[src/rtl/imager_consts.svh]
`ifndef IMAGER_CONSTS_SVH
`define IMAGER_CONSTS_SVH

// Data path widths.
`define PIXEL_WIDTH 10
`define DATA_WIDTH 32
`define DIM_WIDTH 12

// Terminal addresses on the di bus.
`define TERM_IMAGER 16'h0010
`define TERM_CAPTURE 16'h0020

// Imager terminal registers.
`define REG_CTRL 8'h00
`define REG_NUM_ROWS 8'h01
`define REG_NUM_COLS 8'h02
`define REG_CONST_VALUE 8'h03
`define REG_CAPTURE 8'h04

// Capture terminal registers.
`define CAP_REG_DATA 8'h00
`define CAP_REG_DTYPE 8'h01
`define CAP_REG_STATUS 8'h02

// Frame timing and capture sizing.
`define H_BLANK 4
`define V_BLANK 16
`define CAPTURE_DEPTH 64

`endif

[src/rtl/imager_pkg.sv]
`include "imager_consts.svh"

package imager_pkg;

   typedef struct packed {
      logic [15:0]             term_addr;
      logic [7:0]              reg_addr;
      logic                    write;
      logic                    read;
      logic [`DATA_WIDTH-1:0]  datai;
   } di_req_t;

   typedef struct packed {
      logic [`DATA_WIDTH-1:0]  datao;
      logic                    read_rdy;
      logic [15:0]             transfer_status;
   } di_rsp_t;

   typedef enum logic [3:0] {
      DTYPE_FRAME_START = 4'h0,
      DTYPE_PIXEL       = 4'h1,
      DTYPE_PIXEL32     = 4'h2,
      DTYPE_FRAME_END   = 4'h3
   } dtype_t;

   typedef struct packed {
      logic                    dv;
      dtype_t                  dtype;
      logic [`DATA_WIDTH-1:0]  data;
   } stream_t;

   typedef enum logic {PAT_RAMP, PAT_CONST} pattern_t;
   typedef enum logic {SEL_RAW, SEL_PACKED} stream_sel_t;

   typedef struct packed {
      logic                     enable;
      pattern_t                 pattern;
      stream_sel_t              stream_sel;
      logic [`DIM_WIDTH-1:0]    num_rows;
      logic [`DIM_WIDTH-1:0]    num_cols;
      logic [`PIXEL_WIDTH-1:0]  const_value;
   } imager_cfg_t;

   typedef struct packed {
      logic                                 busy;
      logic                                 done;
      logic                                 overflow;
      logic [$clog2(`CAPTURE_DEPTH):0]      count;
   } cap_status_t;

   typedef enum logic [1:0] {PI_IDLE, PI_HBLANK, PI_LINE, PI_VBLANK} pi_state_t;
   typedef enum logic [1:0] {CAP_IDLE, CAP_WAIT, CAP_RUN, CAP_DONE} cap_state_t;

endpackage

[src/rtl/imager_terminal.sv]
`include "imager_consts.svh"

module imager_terminal import imager_pkg::*; (
   input  logic         clk,
   input  logic         resetb,
   input  di_req_t      di_req,
   output di_rsp_t      di_rsp,
   output imager_cfg_t  cfg,
   output logic         capture_arm,
   output logic         capture_pop,
   input  stream_t      head,
   input  cap_status_t  status
);

   logic                    imager_sel;
   logic                    cap_sel;
   logic                    imager_wr;
   logic [`DATA_WIDTH-1:0]  status_word;
   logic [`DATA_WIDTH-1:0]  imager_rdata;
   logic [`DATA_WIDTH-1:0]  cap_rdata;

   assign imager_sel = di_req.term_addr == `TERM_IMAGER;
   assign cap_sel    = di_req.term_addr == `TERM_CAPTURE;
   assign imager_wr  = imager_sel && di_req.write;

   assign capture_arm = imager_wr && di_req.reg_addr == `REG_CAPTURE;
   assign capture_pop = cap_sel && di_req.read && di_req.reg_addr == `CAP_REG_DATA;

   always_ff @(posedge clk) begin
      if (!resetb) begin
         cfg <= '0;
      end else if (imager_wr) begin
         case (di_req.reg_addr)
            `REG_CTRL: begin
               cfg.enable     <= di_req.datai[0];
               cfg.pattern    <= pattern_t'(di_req.datai[1]);
               cfg.stream_sel <= stream_sel_t'(di_req.datai[2]);
            end
            `REG_NUM_ROWS:    cfg.num_rows    <= di_req.datai[`DIM_WIDTH-1:0];
            `REG_NUM_COLS:    cfg.num_cols    <= di_req.datai[`DIM_WIDTH-1:0];
            `REG_CONST_VALUE: cfg.const_value <= di_req.datai[`PIXEL_WIDTH-1:0];
            default: ;
         endcase
      end
   end

   // ##########################################################
   // Read-back
   // ##########################################################

   // Status layout: busy, done, overflow in bits 2..0, count from bit 16.
   always_comb begin
      status_word = '0;
      status_word[2:0] = {status.overflow, status.done, status.busy};
      status_word[16 +: $bits(status.count)] = status.count;
   end

   always_comb begin
      imager_rdata = '0;
      case (di_req.reg_addr)
         `REG_CTRL:        imager_rdata[2:0] = {cfg.stream_sel, cfg.pattern, cfg.enable};
         `REG_NUM_ROWS:    imager_rdata[`DIM_WIDTH-1:0] = cfg.num_rows;
         `REG_NUM_COLS:    imager_rdata[`DIM_WIDTH-1:0] = cfg.num_cols;
         `REG_CONST_VALUE: imager_rdata[`PIXEL_WIDTH-1:0] = cfg.const_value;
         `REG_CAPTURE:     imager_rdata = status_word;
         default: ;
      endcase
   end

   always_comb begin
      cap_rdata = '0;
      case (di_req.reg_addr)
         `CAP_REG_DATA:   cap_rdata = head.data;
         `CAP_REG_DTYPE:  cap_rdata[$bits(dtype_t)-1:0] = head.dtype;
         `CAP_REG_STATUS: cap_rdata = status_word;
         default: ;
      endcase
   end

   // Terminal priority; anything not decoded answers with status 1.
   always_comb begin
      if (imager_sel) begin
         di_rsp.datao           = imager_rdata;
         di_rsp.read_rdy        = 1'b1;
         di_rsp.transfer_status = 16'd0;
      end else if (cap_sel) begin
         di_rsp.datao           = cap_rdata;
         di_rsp.read_rdy        = head.dv;
         di_rsp.transfer_status = 16'd0;
      end else begin
         di_rsp.datao           = '0;
         di_rsp.read_rdy        = 1'b1;
         di_rsp.transfer_status = 16'd1;
      end
   end

endmodule

[src/rtl/pattern_imager.sv]
`include "imager_consts.svh"

module pattern_imager import imager_pkg::*; (
   input  logic                     clk,
   input  logic                     resetb,
   input  imager_cfg_t              cfg,
   output logic                     fv,
   output logic                     lv,
   output logic [`PIXEL_WIDTH-1:0]  pix
);

   localparam int BLANK_W = $clog2(`V_BLANK + 1);

   pi_state_t                state;
   logic [`DIM_WIDTH-1:0]    row;
   logic [`DIM_WIDTH-1:0]    col;
   logic [BLANK_W-1:0]       blank;
   logic [`PIXEL_WIDTH-1:0]  index;
   logic                     start_ok;

   assign start_ok = cfg.enable && cfg.num_rows != '0 && cfg.num_cols != '0;

   // A frame opens with one line blank while fv is already high.
   assign lv  = state == PI_LINE;
   assign pix = (cfg.pattern == PAT_CONST) ? cfg.const_value : index;

   always_ff @(posedge clk) begin
      if (!resetb) begin
         state <= PI_IDLE;
         fv    <= 1'b0;
         row   <= '0;
         col   <= '0;
         blank <= '0;
         index <= '0;
      end else begin
         case (state)
            PI_IDLE: begin
               if (start_ok) begin
                  state <= PI_HBLANK;
                  fv    <= 1'b1;
                  row   <= '0;
                  blank <= '0;
                  index <= '0;
               end
            end
            PI_HBLANK: begin
               blank <= blank + 1'b1;
               if (blank == BLANK_W'(`H_BLANK - 1)) begin
                  state <= PI_LINE;
                  col   <= '0;
               end
            end
            PI_LINE: begin
               col   <= col + 1'b1;
               index <= index + 1'b1;
               if (col == cfg.num_cols - 1'b1) begin
                  blank <= '0;
                  if (row == cfg.num_rows - 1'b1) begin
                     state <= PI_VBLANK;
                     fv    <= 1'b0;
                  end else begin
                     row   <= row + 1'b1;
                     state <= PI_HBLANK;
                  end
               end
            end
            default: begin
               blank <= blank + 1'b1;
               if (blank == BLANK_W'(`V_BLANK - 1)) begin
                  blank <= '0;
                  row   <= '0;
                  index <= '0;
                  fv    <= start_ok;
                  state <= start_ok ? PI_HBLANK : PI_IDLE;
               end
            end
         endcase
      end
   end

   lv_inside_fv: assert property (@(posedge clk) disable iff (!resetb) lv |-> fv);

endmodule

[src/rtl/imager_rx.sv]
`include "imager_consts.svh"

module imager_rx import imager_pkg::*; (
   input  logic                     clk,
   input  logic                     resetb,
   input  imager_cfg_t              cfg,
   input  logic                     fv,
   input  logic                     lv,
   input  logic [`PIXEL_WIDTH-1:0]  pix,
   output stream_t                  raw_stream
);

   logic                    fv_q;
   logic                    lv_q;
   logic                    fv_rise;
   logic                    fv_fall;
   logic                    lv_fall;
   logic [`DIM_WIDTH-1:0]   col_cnt;
   logic [`DIM_WIDTH-1:0]   row_cnt;
   logic [`DIM_WIDTH-1:0]   line_cols;
   logic [`DIM_WIDTH-1:0]   rows_done;
   logic [`DIM_WIDTH-1:0]   cols_done;
   logic                    in_frame;
   logic                    out_dv;
   dtype_t                  out_dtype;
   logic [`DATA_WIDTH-1:0]  out_data;

   assign fv_rise = fv && !fv_q;
   assign fv_fall = !fv && fv_q;
   assign lv_fall = !lv && lv_q;

   // The last line usually ends on the same edge as the frame.
   assign rows_done = row_cnt + `DIM_WIDTH'(lv_fall);
   assign cols_done = lv_fall ? col_cnt : line_cols;

   always_ff @(posedge clk) begin
      if (!resetb) begin
         fv_q      <= 1'b0;
         lv_q      <= 1'b0;
         col_cnt   <= '0;
         row_cnt   <= '0;
         line_cols <= '0;
         out_dv    <= 1'b0;
      end else begin
         fv_q   <= fv;
         lv_q   <= lv;
         out_dv <= fv_rise || (fv && lv) || fv_fall;
         if (fv_rise) begin
            col_cnt   <= '0;
            row_cnt   <= '0;
            line_cols <= '0;
         end else begin
            if (fv && lv) begin
               col_cnt <= lv_q ? col_cnt + 1'b1 : `DIM_WIDTH'(1);
            end
            if (lv_fall) begin
               row_cnt   <= row_cnt + 1'b1;
               line_cols <= col_cnt;
            end
         end
      end
   end

   always_ff @(posedge clk) begin
      if (fv_rise) begin
         out_dtype <= DTYPE_FRAME_START;
         out_data  <= {16'(cfg.num_rows), 16'(cfg.num_cols)};
      end else if (fv && lv) begin
         out_dtype <= DTYPE_PIXEL;
         out_data  <= `DATA_WIDTH'(pix);
      end else begin
         out_dtype <= DTYPE_FRAME_END;
         out_data  <= {16'(rows_done), 16'(cols_done)};
      end
   end

   assign raw_stream = '{dv: out_dv, dtype: out_dtype, data: out_data};

   // Tracks the emitted stream, not the input framing.
   always_ff @(posedge clk) begin
      if (!resetb) begin
         in_frame <= 1'b0;
      end else if (raw_stream.dv) begin
         if (raw_stream.dtype == DTYPE_FRAME_START) begin
            in_frame <= 1'b1;
         end else if (raw_stream.dtype == DTYPE_FRAME_END) begin
            in_frame <= 1'b0;
         end
      end
   end

   end_after_start: assert property (@(posedge clk) disable iff (!resetb)
      raw_stream.dv && raw_stream.dtype == DTYPE_FRAME_END |-> in_frame);

endmodule

[src/rtl/raw_pack32.sv]
`include "imager_consts.svh"

module raw_pack32 import imager_pkg::*; (
   input  logic     clk,
   input  logic     resetb,
   input  stream_t  raw_stream,
   output stream_t  packed_stream
);

   logic                     phase;
   logic                     is_pix;
   logic [`PIXEL_WIDTH-1:0]  first_pix;
   logic                     pk_dv;
   dtype_t                   pk_dtype;
   logic [`DATA_WIDTH-1:0]   pk_data;

   assign is_pix = raw_stream.dv && raw_stream.dtype == DTYPE_PIXEL;

   always_ff @(posedge clk) begin
      if (!resetb) begin
         phase <= 1'b0;
         pk_dv <= 1'b0;
      end else begin
         // Even pixels are held back until their partner arrives.
         pk_dv <= raw_stream.dv && (raw_stream.dtype != DTYPE_PIXEL || phase);
         if (raw_stream.dv && raw_stream.dtype == DTYPE_FRAME_START) begin
            phase <= 1'b0;
         end else if (is_pix) begin
            phase <= !phase;
         end
      end
   end

   always_ff @(posedge clk) begin
      if (is_pix && !phase) begin
         first_pix <= raw_stream.data[`PIXEL_WIDTH-1:0];
      end
      if (is_pix) begin
         pk_dtype <= DTYPE_PIXEL32;
         pk_data  <= {16'(raw_stream.data[`PIXEL_WIDTH-1:0]), 16'(first_pix)};
      end else begin
         pk_dtype <= raw_stream.dtype;
         pk_data  <= raw_stream.data;
      end
   end

   assign packed_stream = '{dv: pk_dv, dtype: pk_dtype, data: pk_data};

endmodule

[src/rtl/stream_capture.sv]
`include "imager_consts.svh"

module stream_capture import imager_pkg::*; (
   input  logic         clk,
   input  logic         resetb,
   input  imager_cfg_t  cfg,
   input  stream_t      raw_stream,
   input  stream_t      packed_stream,
   input  logic         capture_arm,
   input  logic         capture_pop,
   output stream_t      head,
   output cap_status_t  status
);

   localparam int DEPTH = `CAPTURE_DEPTH;
   localparam int AW = $clog2(DEPTH);

   stream_t                 sel;
   cap_state_t              state;
   logic [`DATA_WIDTH-1:0]  mem_data [DEPTH];
   dtype_t                  mem_dtype [DEPTH];
   logic [AW:0]             wr_ptr;
   logic [AW:0]             rd_ptr;
   logic [AW:0]             count;
   logic                    overflow;
   logic                    full;
   logic                    empty;
   logic                    store;
   logic                    push;
   logic                    pop;

   always_ff @(posedge clk) begin
      if (!resetb) begin
         sel <= '0;
      end else begin
         sel <= (cfg.stream_sel == SEL_PACKED) ? packed_stream : raw_stream;
      end
   end

   assign count = wr_ptr - rd_ptr;
   assign full  = count == (AW + 1)'(DEPTH);
   assign empty = count == '0;

   // Storing starts at a frame start and runs through the frame end.
   assign store = sel.dv &&
                  ((state == CAP_WAIT && sel.dtype == DTYPE_FRAME_START) || state == CAP_RUN);
   assign push  = store && !full;
   assign pop   = capture_pop && !empty;

   // ##########################################################
   // Capture FSM and pointers
   // ##########################################################

   always_ff @(posedge clk) begin
      if (!resetb) begin
         state    <= CAP_IDLE;
         wr_ptr   <= '0;
         rd_ptr   <= '0;
         overflow <= 1'b0;
      end else if (capture_arm) begin
         state    <= CAP_WAIT;
         wr_ptr   <= '0;
         rd_ptr   <= '0;
         overflow <= 1'b0;
      end else begin
         if (push) begin
            wr_ptr <= wr_ptr + 1'b1;
         end
         if (store && full) begin
            overflow <= 1'b1;
         end
         if (pop) begin
            rd_ptr <= rd_ptr + 1'b1;
         end
         case (state)
            CAP_WAIT: if (store) state <= CAP_RUN;
            CAP_RUN:  if (sel.dv && sel.dtype == DTYPE_FRAME_END) state <= CAP_DONE;
            default: ;
         endcase
      end
   end

   always_ff @(posedge clk) begin
      if (push) begin
         mem_data[wr_ptr[AW-1:0]]  <= sel.data;
         mem_dtype[wr_ptr[AW-1:0]] <= sel.dtype;
      end
   end

   assign head = '{dv: !empty,
                   dtype: mem_dtype[rd_ptr[AW-1:0]],
                   data: mem_data[rd_ptr[AW-1:0]]};

   assign status = '{busy: state == CAP_WAIT || state == CAP_RUN,
                     done: state == CAP_DONE,
                     overflow: overflow,
                     count: count};

   no_pop_when_empty: assert property (@(posedge clk) disable iff (!resetb)
      capture_pop |-> !empty);

endmodule

[src/rtl/imager_top.sv]
`include "imager_consts.svh"

module imager_top import imager_pkg::*; (
   input  logic     clk,
   input  logic     resetb,
   input  di_req_t  di_req,
   output di_rsp_t  di_rsp
);

   imager_cfg_t              cfg;
   logic                     capture_arm;
   logic                     capture_pop;
   stream_t                  head;
   cap_status_t              status;
   logic                     fv;
   logic                     lv;
   logic [`PIXEL_WIDTH-1:0]  pix;
   stream_t                  raw_stream;
   stream_t                  packed_stream;

   imager_terminal u_terminal (
      .clk         (clk),
      .resetb      (resetb),
      .di_req      (di_req),
      .di_rsp      (di_rsp),
      .cfg         (cfg),
      .capture_arm (capture_arm),
      .capture_pop (capture_pop),
      .head        (head),
      .status      (status)
   );

   pattern_imager u_imager (
      .clk    (clk),
      .resetb (resetb),
      .cfg    (cfg),
      .fv     (fv),
      .lv     (lv),
      .pix    (pix)
   );

   imager_rx u_rx (
      .clk        (clk),
      .resetb     (resetb),
      .cfg        (cfg),
      .fv         (fv),
      .lv         (lv),
      .pix        (pix),
      .raw_stream (raw_stream)
   );

   raw_pack32 u_pack (
      .clk           (clk),
      .resetb        (resetb),
      .raw_stream    (raw_stream),
      .packed_stream (packed_stream)
   );

   stream_capture u_capture (
      .clk           (clk),
      .resetb        (resetb),
      .cfg           (cfg),
      .raw_stream    (raw_stream),
      .packed_stream (packed_stream),
      .capture_arm   (capture_arm),
      .capture_pop   (capture_pop),
      .head          (head),
      .status        (status)
   );

endmodule

[config.mk]
export PLATFORM = sky130hd
export DESIGN_NAME = imager_top
export DESIGN_NICKNAME = d
export VERILOG_FILES = /design/src/rtl/imager_pkg.sv /design/src/rtl/imager_terminal.sv /design/src/rtl/pattern_imager.sv /design/src/rtl/imager_rx.sv /design/src/rtl/raw_pack32.sv /design/src/rtl/stream_capture.sv /design/src/rtl/imager_top.sv
export VERILOG_INCLUDE_DIRS = /design/src /design/src/rtl
export SDC_FILE = /design/constraint.sdc
export NUM_CORES = 2
export LEC_CHECK = 0
export BUFFER_PORTS_ARGS = -buffer_cell sky130_fd_sc_hd__buf_4
export CORE_MARGIN = 10
export CORE_UTILIZATION = 52
export CTS_CLUSTER_SIZE = 10
export DETAILED_ROUTE_END_ITERATION = 10
export PLACE_DENSITY = 0.8
export SYNTH_ARGS = -nofsm -noshare
export SYNTH_HDL_FRONTEND = slang
export SYNTH_SLANG_ARGS = --single-unit
[constraint.sdc]
create_clock -name clk -period 8.1 [get_ports clk]
set_input_delay 0.405 -clock clk [delete_from_list [all_inputs] [get_ports clk]]
set_output_delay 0.405 -clock clk [all_outputs]
set_load 0.05 [all_outputs]
==> key figures <==
Run status
  • Status: finished, final reports clean

GRT
  • Met1 Use GR: between 30% and 40%
  • First-pass GRT wire length: 281,000 µm
  • GRT overflow: 0
  • Vias in the first global route: 39,652
  • Grt peak-use layer: met2
  • Initial antenna violation count: 14
  • Largest net degree at the start of global routing: 121
  • Gr usage total: approximately 24%
  • Met2 usage: 38.5%
  • Met3 Use GR: 6.27%

Die
  • Die Area: 159,000 µm²
  • Initial Util: a little over half
  • Row count: 138
  • Io pins: between 100 and 150
  • Core Box Area: approximately 140,000 µm²
  • Die height: between 300 and 400 µm
  • Die width: around 400 µm

Layout
  • Final core occ: about three fifths
  • Filler cells: 9,525
  • Commonest non-fill, non-tap cell in the layout: edfxtp_1
  • Layout cells sized above 1: roughly a quarter
  • Area Growth Syn to Fin: 12.2%
  • Final cell count without fillers: 5,919
  • Commonest cells after routing, fill and taps aside: edfxtp_1, mux4_2, clkbuf_16
  • Fin nets: around 4,000

Critical path
  • Worst r2r src: u_capture.wr_ptr[0]
  • Crit. End Element: flip-flop
  • Worst path required time: approximately 8500 ps
  • CP Max Fanout: 26
  • CP Launch Type: flip-flop
  • Worst reg2reg endpoint: u_capture.mem_data[3][23]
  • WP data arrival: roughly 6000 ps
  • R2r setup slk: between 2000 and 3000 ps
  • FF-to-FF path depth: 11
  • Setup CP Type: reg2reg

Route
  • Total Wirelength: around 190,000 µm
  • Vias after detailed routing: between 30,000 and 40,000
  • Iter 0 DRT Violations: around 6,000
  • Length of the first detailed-routing pass in iterations: 6
  • Wire per inst: ~33 µm
  • Number of vias per cell: approximately 6.6
  • Drc violations: 0
  • ANT nets after route: 0

Logic synthesis
  • Post-synthesis sequential area ratio: 73.6%
  • Post-Synthesis Cells: around 3,800
  • Ys Warns: 0
  • Most used DFF post-synth: edfxtp_1
  • Synthesized area: approximately 74,000 µm²
  • Asr flop ratio synth: 0%
  • Post-synth EDFFs: about 1,700
  • Yosys reg bits: roughly 1,900
  • Count of cell types in the netlist: 70
  • Mean Syn Cell Area: slightly below 20 µm²

Worst hold path
  • Hold Startpoint: di_req[35]
  • Worst hold stages: 4
  • Worst min path class: in2reg
  • Hold Path End: u_capture.state[0]

Clock tree
  • Setup Buffers After CTS: 0
  • Root buffer cell: clkbuf_16
  • Clock-pin slew of the registers on the worst-case setup and hold paths: 60 ps
  • Clock Tree Buf Depth: 3
  • CTS Buf Count: approximately 210
  • Post-CTS sizing: 0
  • CTS tree: built
  • Clock Latency Late Sink: a little over 800 ps
  • H-tree levels: 4
  • Sink Count: 1,896

Timing
  • Max-slew headroom: approximately 8.3%
  • Total negative setup slack: 0 ps
  • Post-route clock period utilization: 68.3%
  • Max frequency: 181 MHz
  • Pins Over Slew Limit: 0
  • RSZ-0062 raised after global routing: false
  • Final hold violation count: 0
  • Tmin final: approximately 5500 ps
  • Slew @ Worst Pin: 1370 ps
  • Setup violators final: 0
  • Clk_skew: approximately 47 ps

Power
  • Cell area power density: between 200 and 250 nW/µm²
  • Lkg Pwr: 25.9 nW
  • VDD IR max: 0.000194 V

Placed design
  • RePlAce Congestion: slightly below 0.9
  • Input/output buffers: 65
  • DP HPWL: 101,000 µm
  • Placed cell count: between 5,000 and 6,000

Run
  • Max-cap check violation count: 0
==> cell type report <==
cell class              count  area (µm²)  share of cell area, %
clock buffers             313        5730                   6.86
multi-input cells        1642       19100                   22.9
diodes                      1        2.50                0.00300
clock inverters            15         269                  0.322
well taps                1890        2360                   2.83
inverters                  32         120                  0.144
flip-flops and latches   1896       54800                   65.6
repair buffers            130        1090                   1.30
==> flip-flops by register name (all words and copies together), names as in the netlist, 2 cells and up, named ones only <==
| name | count |
|---|---|
| u_capture.mem_data | 1536 |
| u_rx.out_data | 24 |
| u_pack.first_pix | 10 |
| u_capture.wr_ptr | 7 |
| u_imager.state | 2 |
| u_capture.rd_ptr | 7 |
| u_capture.mem_dtype | 128 |
| u_imager.col | 12 |
| u_rx.row_cnt | 12 |
| u_rx.line_cols | 12 |
| u_capture.sel | 27 |
| u_pack.pk_dtype | 2 |
| u_imager.row | 12 |
| u_imager.index | 10 |
| u_terminal.cfg | 37 |
| u_imager.blank | 5 |
| u_capture.state | 2 |
| u_rx.out_dtype | 2 |
| u_rx.col_cnt | 12 |
| u_pack.pk_data | 24 |
==> how the worst max path moves through the flow <==
| stage | depth (start not counted) | from | endpoint | slack, ps |
|---|---|---|---|---|
| final | 11 | u_capture.wr_ptr[0] | u_capture.mem_data[3][23] | 2570 |
| after global placement | 11 | u_capture.wr_ptr[0] | u_capture.mem_data[51][11] | 2990 |
| after floorplan | 13 | u_capture.wr_ptr[0] | u_capture.mem_data[41][0] | 3720 |
| after global routing | 11 | u_capture.wr_ptr[0] | u_capture.mem_data[3][23] | 2440 |
| after CTS | 7 | flip-flop | di_rsp[33] | 2690 |
| after detailed placement | 11 | u_capture.wr_ptr[0] | u_capture.mem_data[43][3] | 2860 |
==> synthesized netlist by cell type, types with 36 or more instances <==
cell      instances  area (µm²)
mux2_2           42         473
mux4_2          527       11900
a21oi_1          77         385
edfxtp_1       1674       50300
mux2i_1          70         701
nand3_1          58         290
buf_1            57         214
xnor2_1          36         315
dfxtp_1         222        4440
nand2_1         187         702
clkbuf_1        139         522
nor2_1          210         788
o21ai_0          72         360
xor2_1           36         315
==> metrics by stage <==
stage | power (mW) | setup slack, ps | cell area [µm²] | hold slack, ps
floorplan | 10.8 | 3720 | 74400 | 429
global placement | 10.8 | 2990 | 77300 | 440
detailed placement | 10.8 | 2860 | 77300 | 451
CTS | 19.2 | 2690 | 83400 | 87.2
global route | 19.6 | 2440 | 83400 | 139
finish | 19.2 | 2570 | 83400 | 140
==> worst max-delay path, cell delays in order (launching register included) <==
cell and delay (ps):
dfxtp_1 380, inv_1 160, ha_1 210, inv_1 70, fa_1 400, a21o_1 170, a21o_1 210, a21oi_1 200
o211ai_1 190, a31oi_1 650, nand4b_1 1120, nor2_4 1310
==> timing repair <==
item,in CTS,in global routing
hold buffers,15,0
endpoints found under the hold margin,46,0
endpoints found under the setup margin,0,0
==> power by group <==
| part | total (mW) | switching, mW | internal [mW] |
|---|---|---|---|
| Clock | 8.61 | 3.75 | 4.86 |
| Combinational | 0.0821 | 0.0586 | 0.0236 |
| Sequential | 10.5 | 0.0116 | 10.5 |
==> kinds of logic (layout without fill, tap and decap cells) <==
logic type               Yosys count  in the layout  synth area share [%]
buffers and inverters            266            490                  1.49
AND/OR/NAND/NOR                  618            618                  3.83
flip-flops                      1896           1896                  73.6
multiplexers                     639            639                  17.5
other                              1             24               0.00504
AO/OA/AOI/OAI                    266            266                  2.28
XOR/XNOR                          72             72                 0.848
adder cells (fa/ha/maj)           24             24                 0.414
==> routing by layer <==
metal	wire, µm	part of all wire [%]
met1	68100	35
met2	94100	49
met3	22200	11
met4	9580	4.9
met5	98	0.050
Power figures use the tool's default switching activity.
